`config.mk`:
```
export PLATFORM = sky130hd
export DESIGN_NAME = tile_read_pipeline
export DESIGN_NICKNAME = d
export VERILOG_FILES = /design/src/logic/tile_read_pkg.sv /design/src/logic/chunk_addr_looper.sv /design/src/logic/remap_buffer.sv /design/src/logic/slot_allocator.sv /design/src/logic/sram_write_collector.sv /design/src/logic/tile_read_pipeline.sv /design/src/logic/vector_read_looper.sv
export SDC_FILE = /design/constraint.sdc
export NUM_CORES = 2
export LEC_CHECK = 0
export BUFFER_PORTS_ARGS = -buffer_cell sky130_fd_sc_hd__clkbuf_2
export CAP_MARGIN = 20
export CELL_PAD_IN_SITES_DETAIL_PLACEMENT = 0
export CELL_PAD_IN_SITES_GLOBAL_PLACEMENT = 1
export CORE_MARGIN = 2
export CORE_UTILIZATION = 39
export CTS_BUF_LIST = sky130_fd_sc_hd__clkbuf_8 sky130_fd_sc_hd__clkbuf_16
export CTS_CLUSTER_SIZE = 40
export DETAILED_ROUTE_END_ITERATION = 7
export HOLD_SLACK_MARGIN = 0.08
export PLACE_DENSITY_LB_ADDON = 0.1
export SETUP_SLACK_MARGIN = 0.5
export SYNTH_ARGS = -nofsm -noshare
export SYNTH_HDL_FRONTEND = slang
export SYNTH_SLANG_ARGS = --single-unit
```
`constraint.sdc`:
```
create_clock -name i_clk -period 26.5 [get_ports i_clk]
set_input_delay 1.325 -clock i_clk [delete_from_list [all_inputs] [get_ports i_clk]]
set_output_delay 1.325 -clock i_clk [all_outputs]
set_load 0.05 [all_outputs]
```
`src/logic/tile_read_pkg.sv`:
```
/*
  shared sizes and word types of the tile read pipeline
  VSIZE must be a power of two, since the bank swizzle XORs lane bits
  CSIZE is assumed to be exactly two rows of VSIZE words
*/
package tile_read_pkg;
	localparam int DATA_BW    = 16;
	localparam int VSIZE      = 4;
	localparam int CSIZE      = 8;
	localparam int MAX_CHUNKS = 4;
	localparam int GADDR_BW   = 24;

	// derived widths
	localparam int CHUNK_BW   = $clog2(MAX_CHUNKS + 1);
	localparam int XOR_BW     = $clog2(VSIZE);
	localparam int CHUNK_ROWS = CSIZE / VSIZE;
	localparam int SLOT_ROWS  = CHUNK_ROWS * MAX_CHUNKS;
	localparam int ROW_BW     = $clog2(SLOT_ROWS);
	// row count of a block, up to SLOT_ROWS inclusive
	localparam int NROW_BW    = $clog2(SLOT_ROWS + 1);

	typedef logic [DATA_BW-1:0]       data_t;
	typedef logic [GADDR_BW-1:0]      gaddr_t;
	typedef logic [CSIZE*DATA_BW-1:0] beat_t;
	typedef logic [VSIZE*DATA_BW-1:0] vec_t;
endpackage

```
`src/logic/chunk_addr_looper.sv`:
```
/*
  request nchunk must lie in 1..MAX_CHUNKS, zero is not handled
  one block at a time, the next request waits for the last address
*/
module chunk_addr_looper (
	input  logic                               i_clk,
	input  logic                               i_rst,
	input  logic                               i_req_valid,
	output logic                               o_req_ready,
	input  tile_read_pkg::gaddr_t              i_req_addr,
	input  logic [tile_read_pkg::CHUNK_BW-1:0] i_req_nchunk,
	output logic                               o_alloc_valid,
	input  logic                               i_alloc_ready,
	output logic                               o_job_valid,
	input  logic                               i_job_ready,
	output logic                               o_dramra_valid,
	input  logic                               i_dramra_ready,
	output tile_read_pkg::gaddr_t              o_dramra_addr
);
	logic                               busy;
	logic [tile_read_pkg::CHUNK_BW-1:0] left;
	tile_read_pkg::gaddr_t              addr;
	logic                               req_take;
	logic                               ra_take;

	// request, grant and job push move together
	assign o_req_ready   = !busy && i_alloc_ready && i_job_ready;
	assign o_alloc_valid = i_req_valid && !busy && i_job_ready;
	assign o_job_valid   = i_req_valid && !busy && i_alloc_ready;
	assign req_take      = i_req_valid && o_req_ready;

	assign o_dramra_valid = busy;
	assign o_dramra_addr  = addr;
	assign ra_take        = busy && i_dramra_ready;

	always_ff @(posedge i_clk or negedge i_rst) begin
		if (!i_rst) begin
			busy <= 1'b0;
			left <= '0;
		end else if (req_take) begin
			busy <= 1'b1;
			left <= i_req_nchunk;
		end else if (ra_take) begin
			busy <= (left != tile_read_pkg::CHUNK_BW'(1));
			left <= left - 1'b1;
		end
	end

	// chunk address steps by one beat of words
	always_ff @(posedge i_clk) begin
		if (req_take) begin
			addr <= i_req_addr;
		end else if (ra_take) begin
			addr <= addr + tile_read_pkg::GADDR_BW'(tile_read_pkg::CSIZE);
		end
	end
endmodule

```
`src/logic/remap_buffer.sv`:
```
/*
  VSIZE single-word banks, one row of a slot spread across all of them
  write and read of the same row in one cycle returns old data
  read data shows one cycle after i_rd_en
*/
module remap_buffer #(
	parameter  int N_SLOTS = 4,
	localparam int SLOT_BW = $clog2(N_SLOTS)
) (
	input  logic                             i_clk,
	input  logic                             i_rst,
	input  logic                             i_wr_en,
	input  logic [SLOT_BW-1:0]               i_wr_slot,
	input  logic [tile_read_pkg::ROW_BW-1:0] i_wr_row,
	input  logic [tile_read_pkg::XOR_BW-1:0] i_wr_xor,
	input  tile_read_pkg::vec_t              i_wr_data,
	input  logic                             i_rd_en,
	input  logic [SLOT_BW-1:0]               i_rd_slot,
	input  logic [tile_read_pkg::ROW_BW-1:0] i_rd_row,
	input  logic [tile_read_pkg::XOR_BW-1:0] i_rd_xor,
	output tile_read_pkg::vec_t              o_rd_vec
);
	localparam int VSIZE   = tile_read_pkg::VSIZE;
	localparam int DBW     = tile_read_pkg::DATA_BW;
	localparam int XBW     = tile_read_pkg::XOR_BW;
	localparam int DEPTH   = N_SLOTS * tile_read_pkg::SLOT_ROWS;
	localparam int ADDR_BW = SLOT_BW + tile_read_pkg::ROW_BW;

	tile_read_pkg::data_t bank    [VSIZE][DEPTH];
	tile_read_pkg::data_t wr_word [VSIZE];
	tile_read_pkg::data_t rd_word [VSIZE];
	logic [ADDR_BW-1:0]   wr_addr;
	logic [ADDR_BW-1:0]   rd_addr;
	logic [XBW-1:0]       wr_mask;
	logic [XBW-1:0]       rd_mask;
	logic [XBW-1:0]       rd_mask_q;

	assign wr_addr = {i_wr_slot, i_wr_row};
	assign rd_addr = {i_rd_slot, i_rd_row};
	assign wr_mask = i_wr_row[XBW-1:0] & i_wr_xor;
	assign rd_mask = i_rd_row[XBW-1:0] & i_rd_xor;

	// ==============================
	// write side swizzle
	// ==============================
	// lane L goes to bank L ^ mask, so bank B takes lane B ^ mask
	always_comb begin
		for (int b = 0; b < VSIZE; b++) begin
			wr_word[b] = i_wr_data[(XBW'(b) ^ wr_mask) * DBW +: DBW];
		end
	end

	always_ff @(posedge i_clk) begin
		if (i_wr_en) begin
			for (int b = 0; b < VSIZE; b++) begin
				bank[b][wr_addr] <= wr_word[b];
			end
		end
		if (i_rd_en) begin
			for (int b = 0; b < VSIZE; b++) begin
				rd_word[b] <= bank[b][rd_addr];
			end
		end
	end

	// mask follows the read data by one cycle
	always_ff @(posedge i_clk or negedge i_rst) begin
		if (!i_rst) begin
			rd_mask_q <= '0;
		end else if (i_rd_en) begin
			rd_mask_q <= rd_mask;
		end
	end

	// ==============================
	// read side unswizzle
	// ==============================
	always_comb begin
		for (int l = 0; l < VSIZE; l++) begin
			o_rd_vec[l*DBW +: DBW] = rd_word[XBW'(l) ^ rd_mask_q];
		end
	end
endmodule

```
`src/logic/slot_allocator.sv`:
```
/*
  circular free list of buffer slot ids, full after reset
  frees are always taken, the caller never frees an id twice
*/
module slot_allocator #(
	parameter  int N_SLOTS = 4,
	localparam int SLOT_BW = $clog2(N_SLOTS)
) (
	input  logic               i_clk,
	input  logic               i_rst,
	input  logic               i_alloc_valid,
	output logic               o_alloc_ready,
	output logic [SLOT_BW-1:0] o_alloc_slot,
	input  logic               i_free_valid,
	input  logic [SLOT_BW-1:0] i_free_slot
);
	localparam int CNT_BW = $clog2(N_SLOTS + 1);

	logic [SLOT_BW-1:0] free_list [N_SLOTS];
	logic [SLOT_BW-1:0] rd_ptr;
	logic [SLOT_BW-1:0] wr_ptr;
	logic [CNT_BW-1:0]  count;
	logic               pop;

	function automatic logic [SLOT_BW-1:0] next_ptr(input logic [SLOT_BW-1:0] p);
		return (p == SLOT_BW'(N_SLOTS - 1)) ? '0 : p + 1'b1;
	endfunction

	assign o_alloc_ready = (count != '0);
	assign o_alloc_slot  = free_list[rd_ptr];
	assign pop           = i_alloc_valid && o_alloc_ready;

	always_ff @(posedge i_clk or negedge i_rst) begin
		if (!i_rst) begin
			for (int i = 0; i < N_SLOTS; i++) begin
				free_list[i] <= SLOT_BW'(i);
			end
			rd_ptr <= '0;
			wr_ptr <= '0;
			count  <= CNT_BW'(N_SLOTS);
		end else begin
			if (pop) begin
				rd_ptr <= next_ptr(rd_ptr);
			end
			if (i_free_valid) begin
				free_list[wr_ptr] <= i_free_slot;
				wr_ptr            <= next_ptr(wr_ptr);
			end
			// grant and free may land in the same cycle
			count <= count + CNT_BW'(i_free_valid) - CNT_BW'(pop);
		end
	end
endmodule

```
`src/logic/sram_write_collector.sv`:
```
/*
  DRAM beats arrive in request order, one job entry per block
  a beat is split into two rows, one per cycle
  a new block's beats wait until the previous done entry is taken
*/
module sram_write_collector #(
	parameter  int N_SLOTS = 4,
	localparam int SLOT_BW = $clog2(N_SLOTS)
) (
	input  logic                               i_clk,
	input  logic                               i_rst,
	input  logic                               i_job_valid,
	output logic                               o_job_ready,
	input  logic [SLOT_BW-1:0]                 i_job_slot,
	input  logic [tile_read_pkg::CHUNK_BW-1:0] i_job_nchunk,
	input  logic [tile_read_pkg::XOR_BW-1:0]   i_job_xor,
	input  logic                               i_dramrd_valid,
	output logic                               o_dramrd_ready,
	input  tile_read_pkg::beat_t               i_dramrd_data,
	output logic                               o_wr_en,
	output logic [SLOT_BW-1:0]                 o_wr_slot,
	output logic [tile_read_pkg::ROW_BW-1:0]   o_wr_row,
	output logic [tile_read_pkg::XOR_BW-1:0]   o_wr_xor,
	output tile_read_pkg::vec_t                o_wr_data,
	output logic                               o_done_valid,
	input  logic                               i_done_ready,
	output logic [SLOT_BW-1:0]                 o_done_slot,
	output logic [tile_read_pkg::NROW_BW-1:0]  o_done_nrows,
	output logic [tile_read_pkg::XOR_BW-1:0]   o_done_xor
);
	localparam int VW = $bits(tile_read_pkg::vec_t);
	localparam int NB = tile_read_pkg::NROW_BW;

	// ==============================
	// job queue, two entries
	// ==============================
	logic [SLOT_BW-1:0]               q_slot  [2];
	logic [NB-1:0]                    q_nrows [2];
	logic [tile_read_pkg::XOR_BW-1:0] q_xor   [2];
	logic                             q_head;
	logic                             q_tail;
	logic [1:0]                       q_cnt;
	logic                             job_push;

	tile_read_pkg::beat_t             beat;
	logic                             wr_lo;
	logic                             wr_hi;
	logic [tile_read_pkg::ROW_BW-1:0] row;
	logic                             last_row;
	logic                             beat_take;

	assign o_job_ready = (q_cnt != 2'd2);
	assign job_push    = i_job_valid && o_job_ready;

	// blocks hold an even row count, so the last row is always a high half
	assign last_row = wr_hi && (NB'(row) == q_nrows[q_head] - 1'b1);

	// no beat while the low row is pending or a done entry waits
	assign o_dramrd_ready = (q_cnt != 2'd0) && !wr_lo && !last_row && !o_done_valid;
	assign beat_take      = i_dramrd_valid && o_dramrd_ready;

	assign o_wr_en   = wr_lo || wr_hi;
	assign o_wr_slot = q_slot[q_head];
	assign o_wr_row  = row;
	assign o_wr_xor  = q_xor[q_head];
	assign o_wr_data = wr_lo ? beat[VW-1:0] : beat[2*VW-1:VW];

	always_ff @(posedge i_clk or negedge i_rst) begin
		if (!i_rst) begin
			q_head       <= 1'b0;
			q_tail       <= 1'b0;
			q_cnt        <= 2'd0;
			wr_lo        <= 1'b0;
			wr_hi        <= 1'b0;
			row          <= '0;
			o_done_valid <= 1'b0;
		end else begin
			if (job_push) begin
				q_tail <= ~q_tail;
			end
			if (last_row) begin
				q_head <= ~q_head;
			end
			q_cnt <= q_cnt + 2'(job_push) - 2'(last_row);
			wr_lo <= beat_take;
			wr_hi <= wr_lo;
			if (o_wr_en) begin
				row <= last_row ? '0 : row + 1'b1;
			end
			if (last_row) begin
				o_done_valid <= 1'b1;
			end else if (i_done_ready) begin
				o_done_valid <= 1'b0;
			end
		end
	end

	always_ff @(posedge i_clk) begin
		if (job_push) begin
			q_slot[q_tail]  <= i_job_slot;
			q_nrows[q_tail] <= NB'(i_job_nchunk) * NB'(tile_read_pkg::CHUNK_ROWS);
			q_xor[q_tail]   <= i_job_xor;
		end
		if (beat_take) begin
			beat <= i_dramrd_data;
		end
		if (last_row) begin
			o_done_slot  <= q_slot[q_head];
			o_done_nrows <= q_nrows[q_head];
			o_done_xor   <= q_xor[q_head];
		end
	end
endmodule

```
`src/logic/tile_read_pipeline.sv`:
```
/*
  read side of the tile accumulation unit
  N_SLOTS from 2 to 8 buffer slots, each holding one block
  DRAM must return read data in address order
*/
module tile_read_pipeline #(
	parameter int N_SLOTS = 4
) (
	input  logic                               i_clk,
	input  logic                               i_rst,
	input  logic                               i_req_valid,
	output logic                               o_req_ready,
	input  tile_read_pkg::gaddr_t              i_req_addr,
	input  logic [tile_read_pkg::CHUNK_BW-1:0] i_req_nchunk,
	input  logic [tile_read_pkg::XOR_BW-1:0]   i_req_xor,
	output logic                               o_dramra_valid,
	input  logic                               i_dramra_ready,
	output tile_read_pkg::gaddr_t              o_dramra_addr,
	input  logic                               i_dramrd_valid,
	output logic                               o_dramrd_ready,
	input  tile_read_pkg::beat_t               i_dramrd_data,
	output logic                               o_rd_valid,
	input  logic                               i_rd_ready,
	output tile_read_pkg::vec_t                o_rd_data,
	output logic                               o_rd_last
);
	localparam int SLOT_BW = $clog2(N_SLOTS);

	logic                              alloc_valid;
	logic                              alloc_ready;
	logic [SLOT_BW-1:0]                alloc_slot;
	logic                              job_valid;
	logic                              job_ready;
	logic                              wr_en;
	logic [SLOT_BW-1:0]                wr_slot;
	logic [tile_read_pkg::ROW_BW-1:0]  wr_row;
	logic [tile_read_pkg::XOR_BW-1:0]  wr_xor;
	tile_read_pkg::vec_t               wr_data;
	logic                              done_valid;
	logic                              done_ready;
	logic [SLOT_BW-1:0]                done_slot;
	logic [tile_read_pkg::NROW_BW-1:0] done_nrows;
	logic [tile_read_pkg::XOR_BW-1:0]  done_xor;
	logic                              rd_en;
	logic [SLOT_BW-1:0]                rd_slot;
	logic [tile_read_pkg::ROW_BW-1:0]  rd_row;
	logic [tile_read_pkg::XOR_BW-1:0]  rd_xor;
	tile_read_pkg::vec_t               rd_vec;
	logic                              free_valid;
	logic [SLOT_BW-1:0]                free_slot;

	// ==============================
	// input side
	// ==============================
	chunk_addr_looper u_addr_looper (
		.i_clk          (i_clk),
		.i_rst          (i_rst),
		.i_req_valid    (i_req_valid),
		.o_req_ready    (o_req_ready),
		.i_req_addr     (i_req_addr),
		.i_req_nchunk   (i_req_nchunk),
		.o_alloc_valid  (alloc_valid),
		.i_alloc_ready  (alloc_ready),
		.o_job_valid    (job_valid),
		.i_job_ready    (job_ready),
		.o_dramra_valid (o_dramra_valid),
		.i_dramra_ready (i_dramra_ready),
		.o_dramra_addr  (o_dramra_addr)
	);

	slot_allocator #(.N_SLOTS(N_SLOTS)) u_slot_alloc (
		.i_clk         (i_clk),
		.i_rst         (i_rst),
		.i_alloc_valid (alloc_valid),
		.o_alloc_ready (alloc_ready),
		.o_alloc_slot  (alloc_slot),
		.i_free_valid  (free_valid),
		.i_free_slot   (free_slot)
	);

	// ==============================
	// write and storage
	// ==============================
	// job record is the granted slot plus the request's own fields
	sram_write_collector #(.N_SLOTS(N_SLOTS)) u_write_col (
		.i_clk          (i_clk),
		.i_rst          (i_rst),
		.i_job_valid    (job_valid),
		.o_job_ready    (job_ready),
		.i_job_slot     (alloc_slot),
		.i_job_nchunk   (i_req_nchunk),
		.i_job_xor      (i_req_xor),
		.i_dramrd_valid (i_dramrd_valid),
		.o_dramrd_ready (o_dramrd_ready),
		.i_dramrd_data  (i_dramrd_data),
		.o_wr_en        (wr_en),
		.o_wr_slot      (wr_slot),
		.o_wr_row       (wr_row),
		.o_wr_xor       (wr_xor),
		.o_wr_data      (wr_data),
		.o_done_valid   (done_valid),
		.i_done_ready   (done_ready),
		.o_done_slot    (done_slot),
		.o_done_nrows   (done_nrows),
		.o_done_xor     (done_xor)
	);

	remap_buffer #(.N_SLOTS(N_SLOTS)) u_remap_buf (
		.i_clk     (i_clk),
		.i_rst     (i_rst),
		.i_wr_en   (wr_en),
		.i_wr_slot (wr_slot),
		.i_wr_row  (wr_row),
		.i_wr_xor  (wr_xor),
		.i_wr_data (wr_data),
		.i_rd_en   (rd_en),
		.i_rd_slot (rd_slot),
		.i_rd_row  (rd_row),
		.i_rd_xor  (rd_xor),
		.o_rd_vec  (rd_vec)
	);

	// ==============================
	// output side
	// ==============================
	vector_read_looper #(.N_SLOTS(N_SLOTS)) u_read_looper (
		.i_clk        (i_clk),
		.i_rst        (i_rst),
		.i_done_valid (done_valid),
		.o_done_ready (done_ready),
		.i_done_slot  (done_slot),
		.i_done_nrows (done_nrows),
		.i_done_xor   (done_xor),
		.o_rd_en      (rd_en),
		.o_rd_slot    (rd_slot),
		.o_rd_row     (rd_row),
		.o_rd_xor     (rd_xor),
		.i_rd_vec     (rd_vec),
		.o_rd_valid   (o_rd_valid),
		.i_rd_ready   (i_rd_ready),
		.o_rd_data    (o_rd_data),
		.o_rd_last    (o_rd_last),
		.o_free_valid (free_valid),
		.o_free_slot  (free_slot)
	);
endmodule

```
`src/logic/vector_read_looper.sv`:
```
/*
  one buffer read in flight plus a two-entry skid keeps one vector per cycle
  the slot is freed when the last vector of its block leaves
*/
module vector_read_looper #(
	parameter  int N_SLOTS = 4,
	localparam int SLOT_BW = $clog2(N_SLOTS)
) (
	input  logic                              i_clk,
	input  logic                              i_rst,
	input  logic                              i_done_valid,
	output logic                              o_done_ready,
	input  logic [SLOT_BW-1:0]                i_done_slot,
	input  logic [tile_read_pkg::NROW_BW-1:0] i_done_nrows,
	input  logic [tile_read_pkg::XOR_BW-1:0]  i_done_xor,
	output logic                              o_rd_en,
	output logic [SLOT_BW-1:0]                o_rd_slot,
	output logic [tile_read_pkg::ROW_BW-1:0]  o_rd_row,
	output logic [tile_read_pkg::XOR_BW-1:0]  o_rd_xor,
	input  tile_read_pkg::vec_t               i_rd_vec,
	output logic                              o_rd_valid,
	input  logic                              i_rd_ready,
	output tile_read_pkg::vec_t               o_rd_data,
	output logic                              o_rd_last,
	output logic                              o_free_valid,
	output logic [SLOT_BW-1:0]                o_free_slot
);
	localparam int NB = tile_read_pkg::NROW_BW;

	// current block
	logic                             active;
	logic [NB-1:0]                    cur_nrows;
	logic [tile_read_pkg::ROW_BW-1:0] row;
	logic                             last_issue;
	logic                             done_take;

	// read in flight, data on i_rd_vec in the following cycle
	logic                             fly;
	logic                             fly_last;
	logic [SLOT_BW-1:0]               fly_slot;

	// output skid
	tile_read_pkg::vec_t              sk_data [2];
	logic                             sk_last [2];
	logic [SLOT_BW-1:0]               sk_slot [2];
	logic                             sk_head;
	logic                             sk_tail;
	logic [1:0]                       sk_cnt;
	logic [1:0]                       level;
	logic                             pop;

	assign pop   = o_rd_valid && i_rd_ready;
	assign level = sk_cnt + 2'(fly);

	// a slot leaving this cycle makes room for a new read
	assign o_rd_en    = active && (level < 2'd2 || pop);
	assign last_issue = o_rd_en && (NB'(row) == cur_nrows - 1'b1);

	assign o_done_ready = !active || last_issue;
	assign done_take    = i_done_valid && o_done_ready;
	assign o_rd_row     = row;

	assign o_rd_valid   = (sk_cnt != 2'd0);
	assign o_rd_data    = sk_data[sk_head];
	assign o_rd_last    = o_rd_valid && sk_last[sk_head];
	assign o_free_valid = pop && sk_last[sk_head];
	assign o_free_slot  = sk_slot[sk_head];

	always_ff @(posedge i_clk or negedge i_rst) begin
		if (!i_rst) begin
			active  <= 1'b0;
			row     <= '0;
			fly     <= 1'b0;
			sk_head <= 1'b0;
			sk_tail <= 1'b0;
			sk_cnt  <= 2'd0;
		end else begin
			if (done_take) begin
				active <= 1'b1;
			end else if (last_issue) begin
				active <= 1'b0;
			end
			if (done_take || last_issue) begin
				row <= '0;
			end else if (o_rd_en) begin
				row <= row + 1'b1;
			end
			fly <= o_rd_en;
			if (fly) begin
				sk_tail <= ~sk_tail;
			end
			if (pop) begin
				sk_head <= ~sk_head;
			end
			sk_cnt <= sk_cnt + 2'(fly) - 2'(pop);
		end
	end

	always_ff @(posedge i_clk) begin
		if (done_take) begin
			o_rd_slot <= i_done_slot;
			cur_nrows <= i_done_nrows;
			o_rd_xor  <= i_done_xor;
		end
		if (o_rd_en) begin
			fly_last <= last_issue;
			fly_slot <= o_rd_slot;
		end
		if (fly) begin
			sk_data[sk_tail] <= i_rd_vec;
			sk_last[sk_tail] <= fly_last;
			sk_slot[sk_tail] <= fly_slot;
		end
	end
endmodule

```
==> impl_metrics.prom <==
# TYPE chip_impl_metric gauge
chip_impl_info{name="result_of_the_run",value="finished clean"} 1
chip_impl_metric{name="pin_count_of_the_biggest_net_entering_global_routing",unit=""} 114
chip_impl_metric{name="synthArstFlopShare",unit="%"} 1.62
chip_impl_metric{name="period_minus_slack",unit="ns"} 5.45
chip_impl_metric{name="post_cts_resize_count",unit=""} 0
chip_impl_info{name="cpMostUsedCell",value="buf_4"} 1
chip_impl_info{name="layout.cells.most_common",value="edfxtp_1"} 1
chip_impl_metric{name="timing.final.hold_violations",unit=""} 0
chip_impl_info{name="timing.critical_path.max_delay_family",value="buffers and inverters"} 1
chip_impl_metric{name="clock_power_share",unit="%"} 25.7
chip_impl_info{name="cts_root_buffer",value="clkbuf_16"} 1
chip_impl_metric{name="finClkSkew",unit="ns"} 0.0516
chip_impl_metric{name="synth_sequential_area_ratio",unit="%"} 77.6
chip_impl_metric{name="maximum_clock_insertion_buffer_count",unit=""} 4
chip_impl_metric{name="detail_route.drc_violations",unit=""} 0
chip_impl_metric{name="initial_antenna_violation_count",unit=""} 34
chip_impl_info{name="critical_path.cell_chain",value="buf_4 > buf_16 > buf_4 > buf_4 > buf_12 > mux4_2 > o22ai_1 > nor4_1"} 1
chip_impl_metric{name="comb_power_share",unit="%"} 29.9
chip_impl_metric{name="placed_cells",unit=""} 7534
chip_impl_metric{name="design.final.nets",unit=""} 4811
chip_impl_metric{name="detailed_routing_iteration_count_for_the_pre_antenna_repair_pass",unit=""} 6
chip_impl_metric{name="setup_viol",unit=""} 0
chip_impl_metric{name="p_int",unit="mW"} 9.34
chip_impl_metric{name="detailroute.via_count",unit=""} 46010
chip_impl_info{name="end_kind",value="flip-flop"} 1
chip_impl_metric{name="synth.avg_cell_area",unit="um2"} 22.8
chip_impl_info{name="ys.flop_type",value="edfxtp_1"} 1
chip_impl_metric{name="first_iter_violations",unit=""} 5004
chip_impl_metric{name="final_cells",unit=""} 8026
chip_impl_metric{name="syn_nets",unit=""} 4365
chip_impl_metric{name="power_frac_seq",unit="%"} 44.4
chip_impl_metric{name="drv.max_cap_violation_count",unit=""} 0
chip_impl_metric{name="clk_pin_slew",unit="ns"} 0.06
chip_impl_metric{name="place.gp.congestion",unit=""} 0.738
chip_impl_metric{name="fraction_of_final_layout_cells_sized_beyond_drive_strength_1",unit="%"} 32.4
chip_impl_metric{name="design.die.area",unit="um2"} 248000
chip_impl_info{name="tritoncts_clock_tree",value="done"} 1
chip_impl_metric{name="cts.hold.buffers_added",unit=""} 0
chip_impl_metric{name="core_region_area",unit="um2"} 243000
chip_impl_metric{name="cts.repair_timing.setup_buffer_count",unit=""} 0
chip_impl_metric{name="cp_data_arrival_time",unit="ns"} 6.08
chip_impl_metric{name="postRouteWirelength",unit="um"} 275000
chip_impl_metric{name="htree_num_levels",unit=""} 5
chip_impl_metric{name="area_delta_synth_final",unit="%"} 14.8
chip_impl_metric{name="io_buffer_count",unit=""} 255
chip_impl_info{name="timing.hold.worst.class",value="reg -> reg"} 1
chip_impl_metric{name="post_synthesis_register_bit_count",unit=""} 2469
chip_impl_metric{name="worst_max_slew_pin_slew",unit="ns"} 1.13
chip_impl_metric{name="critical_path_peak_fanout",unit=""} 91
chip_impl_metric{name="hpwlAfterDp",unit="um"} 149000
chip_impl_metric{name="die-width",unit="um"} 498
chip_impl_metric{name="global_route_wire_length_before_repair",unit="um"} 378000
chip_impl_metric{name="final_antenna_net_count",unit=""} 0
chip_impl_metric{name="required_time_at_the_worst_slack_endpoint",unit="ns"} 27.13
chip_impl_metric{name="power_density",unit="nW/um2"} 128
chip_impl_metric{name="cts.sink_count",unit=""} 2469
chip_impl_metric{name="overflow",unit=""} 0
chip_impl_info{name="final_cell_mix",value="edfxtp_1, mux4_2, clkbuf_16, clkbuf_2, o22ai_1"} 1
chip_impl_metric{name="fin_crit_sh",unit="%"} 20.6
chip_impl_metric{name="top_level_ports",unit=""} 256
chip_impl_metric{name="die_height",unit="um"} 498
chip_impl_metric{name="grt_pass1_vias",unit=""} 47009
chip_impl_metric{name="placementRows",unit=""} 181
chip_impl_metric{name="worst_slew_margin_rel",unit="%"} 24.4
chip_impl_metric{name="max_rail_drop_vdd",unit="V"} 0.000151
chip_impl_metric{name="worst_path_bufs_invs",unit=""} 5
chip_impl_metric{name="netlist_area_pre_place",unit="um2"} 95300
chip_impl_metric{name="floorplan.initialDensity",unit="%"} 39.2
chip_impl_metric{name="synth_edf_count",unit=""} 2429
chip_impl_metric{name="tritoncts.num_buffers",unit=""} 287
chip_impl_metric{name="power.static_leakage",unit="nW"} 34.6
chip_impl_metric{name="timing.setup.tns",unit="ns"} 0
chip_impl_metric{name="final-max-slew-violation-count",unit=""} 0
chip_impl_info{name="critical_path.slowest_cell",value="dfrtp_4"} 1
chip_impl_metric{name="max_stage_delay",unit="ns"} 1.00
chip_impl_metric{name="insertion_delay",unit="ns"} 0.93
chip_impl_metric{name="grt_use_total",unit="%"} 22.0
chip_impl_metric{name="fillerInstances",unit=""} 20456
chip_impl_metric{name="maxClockFrequency",unit="MHz"} 183
chip_impl_metric{name="wire_per_inst",unit="um"} 34.3
chip_impl_metric{name="number_of_standard_cells_after_synthesis",unit=""} 4180
chip_impl_info{name="grt_setup_unrepaired",value="false"} 1
chip_impl_info{name="setup.worst_path.class",value="reg -> reg"} 1
chip_impl_metric{name="switchingPower",unit="mW"} 4.70
chip_impl_metric{name="synth-warning-count",unit=""} 0
chip_impl_info{name="startpoint_type_of_the_worst_setup_path",value="flip-flop"} 1
chip_impl_metric{name="drt-vias-per-instance",unit=""} 5.73
chip_impl_metric{name="yosysUniqueCellTypes",unit=""} 58
chip_impl_metric{name="switching_share",unit="%"} 33.5
==> cells in the mapped netlist, drive strengths merged (2+ instances only) <==
master / n / area, um2
a211oi: 5 / 37.5
a21o: 3 / 22.5
a21oi: 4 / 20.0
a22oi: 8 / 60.1
a31oi: 8 / 50.1
a32oi: 4 / 35.0
and2: 7 / 43.8
and3: 3 / 18.8
and4: 3 / 26.3
buf: 128 / 697
clkbuf: 96 / 360
dfrtp: 35 / 876
dfstp: 5 / 131
edfxtp: 2429 / 72900
ha: 21 / 263
inv: 29 / 109
mux2: 140 / 1580
mux2i: 40 / 400
mux4: 626 / 14100
nand2: 66 / 264
nand2b: 14 / 87.6
nand3: 24 / 120
nand3b: 5 / 37.5
nand4: 6 / 37.5
nor2: 53 / 199
nor2b: 10 / 62.6
nor3: 11 / 60.1
nor4: 63 / 394
nor4bb: 2 / 20.0
o21ai: 24 / 120
o22ai: 243 / 1520
o31ai: 8 / 60.1
or2: 2 / 12.5
or3: 5 / 31.3
or4: 7 / 52.6
xnor2: 16 / 140
xor2: 15 / 131
==> metrics by stage <==
stage / worst slack, ns / instance area (um2) / power, mW / util (%) / hold slack, ns
6_report: 21.05 / 109000 / 14.0 / 45.0 / 0.421
5_1_grt: 20.51 / 109000 / 14.6 / 45.0 / 0.425
4_1_cts: 20.64 / 109000 / 14.2 / 45.0 / 0.423
3_5_place_dp: 20.66 / 101000 / 10.6 / 41.5 / 0.409
3_3_place_gp: 20.67 / 101000 / 10.5 / 41.5 / 0.412
2_1_floorplan: 15.15 / 95300 / 8.95 / - / 0.352
==> per-layer routing <==
metal / part of all wire [%] / track usage [%]
met5: 0.027 / 0
met4: 2.0 / 5.19
met3: 8.9 / 5.97
met2: 46 / 34.1
met1: 43 / 31.1
==> state kept, by name, summed over array words and instances, names as in the netlist, 3 cells and up <==
| name | cells |
|---|---|
| u_addr_looper.o_dramra_addr | 24 |
| u_slot_alloc.count | 3 |
| u_remap_buf.bank | 2048 |
| u_read_looper.cur_nrows | 3 |
| u_remap_buf.rd_word | 64 |
| u_read_looper.o_rd_row | 3 |
| u_write_col.beat | 128 |
| u_addr_looper.left | 3 |
| u_write_col.o_done_nrows | 3 |
| u_read_looper.sk_slot | 4 |
| u_read_looper.sk_data | 128 |
| u_write_col.q_xor | 4 |
| u_slot_alloc.free_list | 8 |
| u_write_col.q_slot | 4 |
| u_write_col.q_nrows | 6 |
| u_write_col.o_wr_row | 3 |
==> cell type report <==
| class | instances | area (um2) | area share (%) |
|---|---|---|---|
| tap | 3202 | 4010 | 3.66 |
| sequential | 2469 | 74000 | 67.6 |
| inverter | 29 | 111 | 0.102 |
| antenna | 2 | 5.00 | 0.00458 |
| multi-input combinational | 1458 | 20500 | 18.7 |
| clock buffer | 295 | 7370 | 6.74 |
| clock inverter | 190 | 1070 | 0.982 |
| timing repair buffer | 381 | 2340 | 2.14 |
==> logic make-up (layout without fill, tap and decap cells) <==
logic type | after synthesis | count (layout) | share of synthesized area (%)
flops | 2469 | 2469 | 77.6
mux | 806 | 806 | 16.9
compound gates | 312 | 312 | 2.07
simple gates | 287 | 287 | 1.60
buf+inv | 253 | 895 | 1.22
xor+xnor | 31 | 31 | 0.285
fa+ha+maj | 22 | 22 | 0.297
other cells | 0 | 2 | 0
==> power groups by stage <==
stage | Sequential [mW] | Combinational (mW) | Clock, mW
floorplan | 6.14 | 2.82 | 0
global placement | 6.30 | 4.20 | 0
detailed placement | 6.31 | 4.24 | 0
CTS | 6.23 | 4.25 | 3.69
global route | 6.29 | 4.51 | 3.84
finish | 6.23 | 4.20 | 3.61
==> worst paths after layout <==
path | from | to | slack (ns) | depth (start not counted)
worst max-delay path | u_read_looper.o_rd_row[0] | u_remap_buf.rd_word[3][9] | 21.05 | 8
worst min register to register | u_write_col.o_done_slot[0] | u_read_looper.o_rd_slot[0] | 0.42 | 0
worst min-delay path | u_write_col.o_done_slot[0] | u_read_looper.o_rd_slot[0] | 0.42 | 0
worst max register to register | u_read_looper.o_rd_row[0] | u_remap_buf.rd_word[3][9] | 21.05 | 8
max in group asynchronous | i_rst | u_remap_buf.rd_mask_q[0] | 25.51 | 2
min in group asynchronous | i_rst | u_write_col.q_cnt[0] | 0.51 | 2
No activity file was read; power rests on OpenSTA's default activity.
